$ cat src/design/clock_pkg.sv
/* Mode and field types, time field limits, segment bus sizes
   and the seven-segment digit table */
package clock_pkg;

	typedef enum logic [1:0] {
		MODE_CLOCK = 2'd0,	// Normal timekeeping
		MODE_SET   = 2'd1,	// Time frozen, fields editable
		MODE_ALARM = 2'd2	// Alarm shown and editable
	} mode_e;

	typedef enum logic [1:0] {
		POS_SEC = 2'd0,
		POS_MIN = 2'd1,
		POS_HOU = 2'd2
	} pos_e;

	localparam int TIME_W = 6;
	localparam logic [TIME_W-1:0] SEC_MAX = 6'd59;
	localparam logic [TIME_W-1:0] MIN_MAX = 6'd59;
	localparam logic [TIME_W-1:0] HOU_MAX = 6'd23;

	localparam int SEG_W      = 7;	// {a,b,c,d,e,f,g}, active high
	localparam int NUM_DIGITS = 6;

	// Patterns for digits 0 to 9
	localparam logic [SEG_W-1:0] DIGIT_SEG [10] = '{
		7'b111_1110, 7'b011_0000, 7'b110_1101, 7'b111_1001, 7'b011_0011,
		7'b101_1011, 7'b101_1111, 7'b111_0000, 7'b111_1111, 7'b111_0011
	};

endpackage

$ cat src/design/tick_gen.sv
/* Clock enable generator for the second tick, display scan tick
   and button sample tick */
module tick_gen #(
	parameter int unsigned TICK_DIV   = 50_000_000,
	parameter int unsigned SCAN_DIV   = 50_000,
	parameter int unsigned SAMPLE_DIV = 500_000
) (
	input  logic clk,
	input  logic rst_n,
	output logic o_sec_tick,
	output logic o_scan_tick,
	output logic o_sample_tick
);

	localparam int unsigned DIVS [3] = '{TICK_DIV, SCAN_DIV, SAMPLE_DIV};

	logic [2:0] tick;

	// --------------------------------------------------
	// One free-running divider per enable
	// --------------------------------------------------
	for (genvar i = 0; i < 3; i++) begin : g_div
		localparam int CW = (DIVS[i] > 1) ? $clog2(DIVS[i]) : 1;

		logic [CW-1:0] cnt;
		logic          pulse;

		always_ff @(posedge clk or negedge rst_n) begin
			if (!rst_n) begin
				cnt   <= '0;
				pulse <= 1'b0;
			end else if (cnt == CW'(DIVS[i] - 1)) begin
				cnt   <= '0;
				pulse <= 1'b1;	// Terminal count
			end else begin
				cnt   <= cnt + 1'b1;
				pulse <= 1'b0;
			end
		end

		assign tick[i] = pulse;
	end

	assign o_sec_tick    = tick[0];
	assign o_scan_tick   = tick[1];
	assign o_sample_tick = tick[2];

endmodule

$ cat src/design/button_sync.sv
/* Button synchronizer and press detector, one pulse per
   rising sampled level */
module button_sync (
	input  logic clk,
	input  logic rst_n,
	input  logic i_sample_tick,
	input  logic i_btn_mode,
	input  logic i_btn_pos,
	input  logic i_btn_inc,
	input  logic i_btn_alarm,
	output logic o_press_mode,
	output logic o_press_pos,
	output logic o_press_inc,
	output logic o_press_alarm
);

	logic [3:0] btn_sync;	// {alarm, inc, pos, mode}
	logic [3:0] btn_prev;	// Level at the last sample tick
	logic [3:0] press;

	always_ff @(posedge clk or negedge rst_n) begin
		if (!rst_n) begin
			btn_sync <= '0;
			btn_prev <= '0;
		end else begin
			btn_sync <= {i_btn_alarm, i_btn_inc, i_btn_pos, i_btn_mode};
			if (i_sample_tick)
				btn_prev <= btn_sync;
		end
	end

	// Bounce between sample ticks never reaches the edge detect
	assign press = {4{i_sample_tick}} & btn_sync & ~btn_prev;

	assign o_press_mode  = press[0];
	assign o_press_pos   = press[1];
	assign o_press_inc   = press[2];
	assign o_press_alarm = press[3];

endmodule

$ cat src/design/clock_ctrl.sv
/* Mode, edit position and alarm enable control, routing the
   increment press to the time or the alarm */
module clock_ctrl (
	input  logic             clk,
	input  logic             rst_n,
	input  logic             i_press_mode,
	input  logic             i_press_pos,
	input  logic             i_press_inc,
	input  logic             i_press_alarm,
	output clock_pkg::mode_e o_mode,
	output clock_pkg::pos_e  o_pos,
	output logic             o_alarm_en,
	output logic             o_run,
	output logic             o_time_inc,
	output logic             o_alarm_inc
);

	import clock_pkg::*;

	// --------------------------------------------------
	// State registers
	// --------------------------------------------------
	always_ff @(posedge clk or negedge rst_n) begin
		if (!rst_n) begin
			o_mode <= MODE_CLOCK;
		end else if (i_press_mode) begin
			case (o_mode)
				MODE_CLOCK: o_mode <= MODE_SET;
				MODE_SET:   o_mode <= MODE_ALARM;
				default:    o_mode <= MODE_CLOCK;
			endcase
		end
	end

	always_ff @(posedge clk or negedge rst_n) begin
		if (!rst_n) begin
			o_pos <= POS_SEC;
		end else if (i_press_pos) begin
			case (o_pos)
				POS_SEC: o_pos <= POS_MIN;
				POS_MIN: o_pos <= POS_HOU;
				default: o_pos <= POS_SEC;
			endcase
		end
	end

	always_ff @(posedge clk or negedge rst_n) begin
		if (!rst_n)
			o_alarm_en <= 1'b0;
		else if (i_press_alarm)
			o_alarm_en <= ~o_alarm_en;	// Toggle
	end

	// --------------------------------------------------
	// Edit strobes, same cycle as the press
	// --------------------------------------------------
	assign o_run       = (o_mode != MODE_SET);
	assign o_time_inc  = i_press_inc && (o_mode == MODE_SET);
	assign o_alarm_inc = i_press_inc && (o_mode == MODE_ALARM);

endmodule

$ cat src/design/time_keeper.sv
/* Running time counters, alarm registers and compare,
   and the select of the value shown on the display */
module time_keeper (
	input  logic                           clk,
	input  logic                           rst_n,
	input  logic                           i_sec_tick,
	input  logic                           i_run,
	input  clock_pkg::pos_e                i_pos,
	input  clock_pkg::mode_e               i_mode,
	input  logic                           i_time_inc,
	input  logic                           i_alarm_inc,
	input  logic                           i_alarm_en,
	output logic [clock_pkg::TIME_W-1:0]   o_hou,
	output logic [clock_pkg::TIME_W-1:0]   o_min,
	output logic [clock_pkg::TIME_W-1:0]   o_sec,
	output logic                           o_alarm
);

	import clock_pkg::*;

	logic [TIME_W-1:0] sec_q, min_q, hou_q;
	logic [TIME_W-1:0] al_sec_q, al_min_q, al_hou_q;
	logic              alarm_match;

	// Next value of a field, back to zero past its limit
	function automatic logic [TIME_W-1:0] field_inc(
		input logic [TIME_W-1:0] value,
		input logic [TIME_W-1:0] limit
	);
		return (value >= limit) ? '0 : value + 1'b1;
	endfunction

	// --------------------------------------------------
	// Time of day
	// --------------------------------------------------
	always_ff @(posedge clk or negedge rst_n) begin
		if (!rst_n) begin
			sec_q <= '0;
			min_q <= '0;
			hou_q <= '0;
		end else if (i_time_inc) begin
			case (i_pos)	// No carry while editing
				POS_SEC: sec_q <= field_inc(sec_q, SEC_MAX);
				POS_MIN: min_q <= field_inc(min_q, MIN_MAX);
				POS_HOU: hou_q <= field_inc(hou_q, HOU_MAX);
				default: ;
			endcase
		end else if (i_sec_tick && i_run) begin
			sec_q <= field_inc(sec_q, SEC_MAX);
			if (sec_q == SEC_MAX) begin
				min_q <= field_inc(min_q, MIN_MAX);
				if (min_q == MIN_MAX)
					hou_q <= field_inc(hou_q, HOU_MAX);	// 23 wraps to 00
			end
		end
	end

	// --------------------------------------------------
	// Alarm time and flag
	// --------------------------------------------------
	always_ff @(posedge clk or negedge rst_n) begin
		if (!rst_n) begin
			al_sec_q <= '0;
			al_min_q <= '0;
			al_hou_q <= '0;
		end else if (i_alarm_inc) begin
			case (i_pos)
				POS_SEC: al_sec_q <= field_inc(al_sec_q, SEC_MAX);
				POS_MIN: al_min_q <= field_inc(al_min_q, MIN_MAX);
				POS_HOU: al_hou_q <= field_inc(al_hou_q, HOU_MAX);
				default: ;
			endcase
		end
	end

	assign alarm_match = (sec_q == al_sec_q) && (min_q == al_min_q) && (hou_q == al_hou_q);

	// Latches on a match, drops only when disabled
	always_ff @(posedge clk or negedge rst_n) begin
		if (!rst_n)
			o_alarm <= 1'b0;
		else
			o_alarm <= i_alarm_en && (alarm_match || o_alarm);
	end

	// Display value
	always_comb begin
		if (i_mode == MODE_ALARM) begin
			o_hou = al_hou_q;
			o_min = al_min_q;
			o_sec = al_sec_q;
		end else begin
			o_hou = hou_q;
			o_min = min_q;
			o_sec = sec_q;
		end
	end

endmodule

$ cat src/design/seg_display.sv
/* Six-digit multiplexed seven-segment driver with
   decimal point marking for edit and alarm */
module seg_display (
	input  logic                             clk,
	input  logic                             rst_n,
	input  logic                             i_scan_tick,
	input  logic [clock_pkg::TIME_W-1:0]     i_hou,
	input  logic [clock_pkg::TIME_W-1:0]     i_min,
	input  logic [clock_pkg::TIME_W-1:0]     i_sec,
	input  clock_pkg::mode_e                 i_mode,
	input  clock_pkg::pos_e                  i_pos,
	input  logic                             i_alarm,
	output logic [clock_pkg::SEG_W-1:0]      o_seg,
	output logic                             o_seg_dp,
	output logic [clock_pkg::NUM_DIGITS-1:0] o_seg_enb
);

	import clock_pkg::*;

	localparam int SCAN_W = $clog2(NUM_DIGITS);

	logic [SCAN_W-1:0]     scan_q;
	logic [3:0]            digit [NUM_DIGITS];
	logic [NUM_DIGITS-1:0] dp_mask;

	// --------------------------------------------------
	// Digit scan
	// --------------------------------------------------
	always_ff @(posedge clk or negedge rst_n) begin
		if (!rst_n)
			scan_q <= '0;
		else if (i_scan_tick)
			scan_q <= (scan_q == SCAN_W'(NUM_DIGITS - 1)) ? '0 : scan_q + 1'b1;
	end

	// Ones on even digits, tens on odd, seconds first
	always_comb begin
		digit[0] = 4'(i_sec % 10);
		digit[1] = 4'(i_sec / 10);
		digit[2] = 4'(i_min % 10);
		digit[3] = 4'(i_min / 10);
		digit[4] = 4'(i_hou % 10);
		digit[5] = 4'(i_hou / 10);
	end

	// --------------------------------------------------
	// Decimal point marks
	// --------------------------------------------------
	always_comb begin
		dp_mask = '0;
		if (i_alarm)
			dp_mask = '1;	// Ringing lights every dp
		else if (i_mode == MODE_SET)
			dp_mask[{i_pos, 1'b0}] = 1'b1;
		else if (i_mode == MODE_ALARM)
			dp_mask[{i_pos, 1'b1}] = 1'b1;
	end

	assign o_seg_enb = ~(NUM_DIGITS'(1) << scan_q);	// Active-low enable
	assign o_seg     = DIGIT_SEG[digit[scan_q]];
	assign o_seg_dp  = dp_mask[scan_q];

endmodule

$ cat src/design/digital_clock.sv
/* Digital clock top level with tick generation, buttons,
   control, timekeeping and display */
module digital_clock #(
	parameter int unsigned TICK_DIV   = 50_000_000,
	parameter int unsigned SCAN_DIV   = 50_000,
	parameter int unsigned SAMPLE_DIV = 500_000
) (
	input  logic                             clk,
	input  logic                             rst_n,
	input  logic                             i_btn_mode,
	input  logic                             i_btn_pos,
	input  logic                             i_btn_inc,
	input  logic                             i_btn_alarm,
	output logic [clock_pkg::SEG_W-1:0]      o_seg,
	output logic                             o_seg_dp,
	output logic [clock_pkg::NUM_DIGITS-1:0] o_seg_enb,
	output logic                             o_alarm
);

	import clock_pkg::*;

	logic              sec_tick, scan_tick, sample_tick;
	logic              press_mode, press_pos, press_inc, press_alarm;
	mode_e             mode;
	pos_e              pos;
	logic              alarm_en, run, time_inc, alarm_inc;
	logic [TIME_W-1:0] disp_hou, disp_min, disp_sec;

	tick_gen #(
		.TICK_DIV   (TICK_DIV),
		.SCAN_DIV   (SCAN_DIV),
		.SAMPLE_DIV (SAMPLE_DIV)
	) tick_gen_inst (
		.clk           (clk),
		.rst_n         (rst_n),
		.o_sec_tick    (sec_tick),
		.o_scan_tick   (scan_tick),
		.o_sample_tick (sample_tick)
	);

	button_sync button_sync_inst (
		.clk           (clk),
		.rst_n         (rst_n),
		.i_sample_tick (sample_tick),
		.i_btn_mode    (i_btn_mode),
		.i_btn_pos     (i_btn_pos),
		.i_btn_inc     (i_btn_inc),
		.i_btn_alarm   (i_btn_alarm),
		.o_press_mode  (press_mode),
		.o_press_pos   (press_pos),
		.o_press_inc   (press_inc),
		.o_press_alarm (press_alarm)
	);

	clock_ctrl clock_ctrl_inst (
		.clk           (clk),
		.rst_n         (rst_n),
		.i_press_mode  (press_mode),
		.i_press_pos   (press_pos),
		.i_press_inc   (press_inc),
		.i_press_alarm (press_alarm),
		.o_mode        (mode),
		.o_pos         (pos),
		.o_alarm_en    (alarm_en),
		.o_run         (run),
		.o_time_inc    (time_inc),
		.o_alarm_inc   (alarm_inc)
	);

	time_keeper time_keeper_inst (
		.clk         (clk),
		.rst_n       (rst_n),
		.i_sec_tick  (sec_tick),
		.i_run       (run),
		.i_pos       (pos),
		.i_mode      (mode),
		.i_time_inc  (time_inc),
		.i_alarm_inc (alarm_inc),
		.i_alarm_en  (alarm_en),
		.o_hou       (disp_hou),
		.o_min       (disp_min),
		.o_sec       (disp_sec),
		.o_alarm     (o_alarm)
	);

	seg_display seg_display_inst (
		.clk         (clk),
		.rst_n       (rst_n),
		.i_scan_tick (scan_tick),
		.i_hou       (disp_hou),
		.i_min       (disp_min),
		.i_sec       (disp_sec),
		.i_mode      (mode),
		.i_pos       (pos),
		.i_alarm     (o_alarm),
		.o_seg       (o_seg),
		.o_seg_dp    (o_seg_dp),
		.o_seg_enb   (o_seg_enb)
	);

endmodule

$ cat config.mk
export PLATFORM = sky130hd
export DESIGN_NAME = digital_clock
export DESIGN_NICKNAME = d
export VERILOG_FILES = /design/src/design/clock_pkg.sv /design/src/design/tick_gen.sv /design/src/design/button_sync.sv /design/src/design/clock_ctrl.sv /design/src/design/time_keeper.sv /design/src/design/seg_display.sv /design/src/design/digital_clock.sv
export SDC_FILE = /design/constraint.sdc
export NUM_CORES = 1
export LEC_CHECK = 0
export BUFFER_PORTS_ARGS = -buffer_cell sky130_fd_sc_hd__buf_2
export CAP_MARGIN = 20
export CORE_UTILIZATION = 60
export DETAILED_ROUTE_END_ITERATION = 8
export PLACE_DENSITY_LB_ADDON = 0.1
export SYNTH_ARGS = -nofsm -noshare
export SYNTH_HDL_FRONTEND = slang
export SYNTH_SLANG_ARGS = --single-unit
$ cat constraint.sdc
create_clock -name clk -period 6.05 [get_ports clk]
set_input_delay 1.21 -clock clk [delete_from_list [all_inputs] [get_ports clk]]
set_output_delay 1.21 -clock clk [all_outputs]
set_load 0.1 [all_outputs]
==> results.cfg <==
[clock_tree]
clk_pin_slew_worst_paths_ps = 60
cts_tree = yes
numClockSinks = 117
cts_buffer_depth = 2
clock_latency_ps = 420
cts_buffers = 17
cts_max_level = 4
cts_root_buf = clkbuf_16

[sta]
skew_ps = 9.845
final.min_clock_period_ps = 5843
finalHoldViolCount = 0
slew_viol_final = 0
finalWorstSetupSlack_ps = 206.9
setup_viol = 0
slew_headroom_pct = 30.52
min_period_over_period_pct = 96.58
tightest_slew_ps = 1040
fmax_ghz = 0.1711

[floorplanning]
core_area_mm2 = 0.01201
die_height_um = 113.1
die_area_mm2 = 0.01278
die_x_um = 113.1
io_pins = 21
initial_utilization_pct = 61.62
row_count = 40

[finish]
instances_no_fill = 989
final_net_count = 856
syn2layout_area_growth_pct = 11.48
final_common_cell = dfrtp_1
final_cell_mix = dfrtp_1 (115), nand2_1 (92), nor2_1 (87), o21ai_0 (51), nand3_1 (43)
layout-drive-gt1-share_pct = 11.88
antenna_cells = 0
fin_util_pct = 68.70
seqCellArea_mm2 = 0.002930
multi_input_area_mm2 = 0.004208
n_fill_cell = 977

[min_path]
worstHoldStart = tick_gen_inst.g_div[2].cnt[0]
min_path_type = register to register
hold_depth = 1
min_to = tick_gen_inst.g_div[2].cnt[0]

[setup_path]
cp-start-kind = register
required_ps = 4840
r2r_end = tick_gen_inst.g_div[1].cnt[15]
r2r_start = tick_gen_inst.g_div[1].cnt[5]
path_cells = nor4b_1 > a21oi_1 > ha_1 > nand2b_1 > a211oi_2 > nor2_1 > o31ai_1 > nor2_1 > ha_1 > nand3_1 > a21o_1 > a31o_1 > mux2_1 > nand2_1 > buf_12
crit_path_max_fanout = 10
cp_slowest_cell = nor4b_1
cpPeakStageDelay_ps = 740
critPathKind = register to primary output
r2r_slack_ps = 3390
r2r_cells = 8
worstPathArrival_ps = 4630
end_kind = primary output

[synthesis]
synthArstFlopShare_pct = 100.0
synth_area_mm2 = 0.007402
synth_top_area_share_pct = 39.55
ys_warn_count = 0
ys_ff_latch = 117
synth-main-ff-cell = dfrtp_1
seq_area_frac_synth_pct = 39.55
synth_edf_count = 0
syn_nets = 846
yosysUniqueCellTypes = 79
syn_inst = 820
synthTopCellsByArea = dfrtp_1 (40%), xor2_1 (4.9%), nand2_1 (4.7%), nor2_1 (4.4%), xnor2_1 (3.7%)
yosysTopAreaCell = dfrtp_1
synth_area_per_cell_um2 = 9.027

[global_routing]
grt_pass1_wl_mm = 28.15
grt_pass1_vias = 5909
globalRouteOverflowTotal = 0
grt_start_max_net_pins = 66
antenna_found_initial = 0
track_usage_pct = 28.00

[detailed_routing]
ant_nets = 0
dr.pass1.iters = 6
wirelength_mm = 16.58
post_drt_wl_per_cell_um = 16.76
dr.first_iter.drc_count = 587
vias = 6156
drc = 0
via_per_inst = 6.224

[outcome]
status = complete, no violations

[place]
dp_cells = 957
routabilityCongestion = 0.9000
post-place-ws_ps = 297.5
dp.final_hpwl_mm = 11.64
port_buffers = 20

[power]
power_per_cell_area_mw_per_mm2 = 218.8
power_w = 0.001805
ir_drop_mv = 0.2318
leakage_nw = 3.622

[run]
drv_cap = 0
[Yosys cell counts, types with 4 or more instances]
| cell type | number |
|---|---|
| mux2i_1 | 19 |
| o211ai_1 | 4 |
| a211oi_1 | 6 |
| nand2b_1 | 9 |
| nor2_1 | 87 |
| nand4_1 | 15 |
| a21oi_1 | 22 |
| a31oi_1 | 10 |
| o31ai_1 | 13 |
| ha_1 | 20 |
| buf_6 | 5 |
| a21o_1 | 12 |
| nand3b_1 | 6 |
| or3_1 | 5 |
| and2_1 | 5 |
| inv_1 | 23 |
| dfrtp_1 | 117 |
| o21ai_0 | 52 |
| a211o_1 | 5 |
| and4_1 | 5 |
| clkbuf_1 | 26 |
| nor4_1 | 11 |
| xor2_1 | 41 |
| and3_1 | 16 |
| nand3_1 | 43 |
| o21a_1 | 4 |
| xnor2_1 | 31 |
| mux2_2 | 11 |
| nor2b_1 | 9 |
| nor3_1 | 22 |
| nand2_1 | 92 |
[critical path: cells and delay by family, from the launching register on]
family                     cells  cell delay, ps
AOI/OAI and AO/OA              5            1290
muxes                          1             360
buffers and inverters          1             180
adders and majority gates      2             580
and+or+nand+nor                6            1290
DFF                            1             500
[cell families after synthesis]
kind of cell | after synthesis | share of synthesized area, %
AOI/OAI and AO/OA | 168 | 16.11
adders and majority gates | 21 | 3.516
muxes | 35 | 5.308
buffers and inverters | 62 | 3.803
and+or+nand+nor | 345 | 23.19
xor gates and xnor gates | 72 | 8.519
DFF | 117 | 39.55
[cell type report]
type	count	area share, %
clock buffer	21	5.580
clock inverter	10	1.486
inverter	25	1.137
multi-input combinational	641	50.99
sequential	117	35.51
tap	147	2.229
timing repair buffer	28	3.063
[worst max path at each step]
stage               cells past startpoint  endpoint                    startpoint  slack, ps
detailed placement                     16  o_seg[3]     clock_ctrl_inst.o_mode[1]        300
floorplan                              16  o_seg[0]     clock_ctrl_inst.o_mode[0]        120
finish                                 15  o_seg[6]  time_keeper_inst.al_min_q[3]        210
CTS                                    18  o_seg[3]     clock_ctrl_inst.o_mode[1]        110
global route                           16  o_seg[6]     clock_ctrl_inst.o_mode[1]        -30
global placement                       16  o_seg[3]     clock_ctrl_inst.o_mode[1]        630
[metal layers]
metal	vias to the layer above	part of all wire (%)	track usage, %
li1	2950	-	-
met1	2991	45	36.33
met2	181	48	45.60
met3	34	4.7	6.749
met4	0	1.9	10.70
met5	-	0	0
[power breakdown]
group | switching, W | internal (W)
Combinational | 0.0000154 | 0.00000169
Sequential | 0.000000547 | 0.000784
Clock | 0.000375 | 0.000629
Total | 0.000390 | 0.00141
[registers in the layout, summed over array words and instances (netlist names), 2 cells and up]
name / count
time_keeper_inst.al_min_q: 6
time_keeper_inst.al_hou_q: 6
time_keeper_inst.min_q: 6
time_keeper_inst.sec_q: 6
button_sync_inst.btn_prev: 4
time_keeper_inst.al_sec_q: 6
clock_ctrl_inst.o_pos: 2
time_keeper_inst.hou_q: 6
button_sync_inst.btn_sync: 4
seg_display_inst.scan_q: 3
clock_ctrl_inst.o_mode: 2
tick_gen_inst.g_div.cnt: 61
[per-stage QoR]
| step | hold WS, ps | setup TNS (ps) | instance area (um^2) |
|---|---|---|---|
| 2_1_floorplan | 432.9 | 0 | 7402 |
| 3_3_place_gp | 446.8 | 0 | 7644 |
| 3_5_place_dp | 459.7 | 0 | 7644 |
| 4_1_cts | 473.2 | 0 | 8238 |
| 5_1_grt | 493.5 | -29.64 | 8252 |
| 6_report | 475.2 | 0 | 8252 |
[timing repair]
item,4_1_cts,5_1_grt
endpoints found under the setup margin,2,7
hold buffers,0,0
setup buffers,1,0
pin swaps,0,0
gates cloned,0,0
resized for setup,2,5
(Power assumes the default switching activity.)
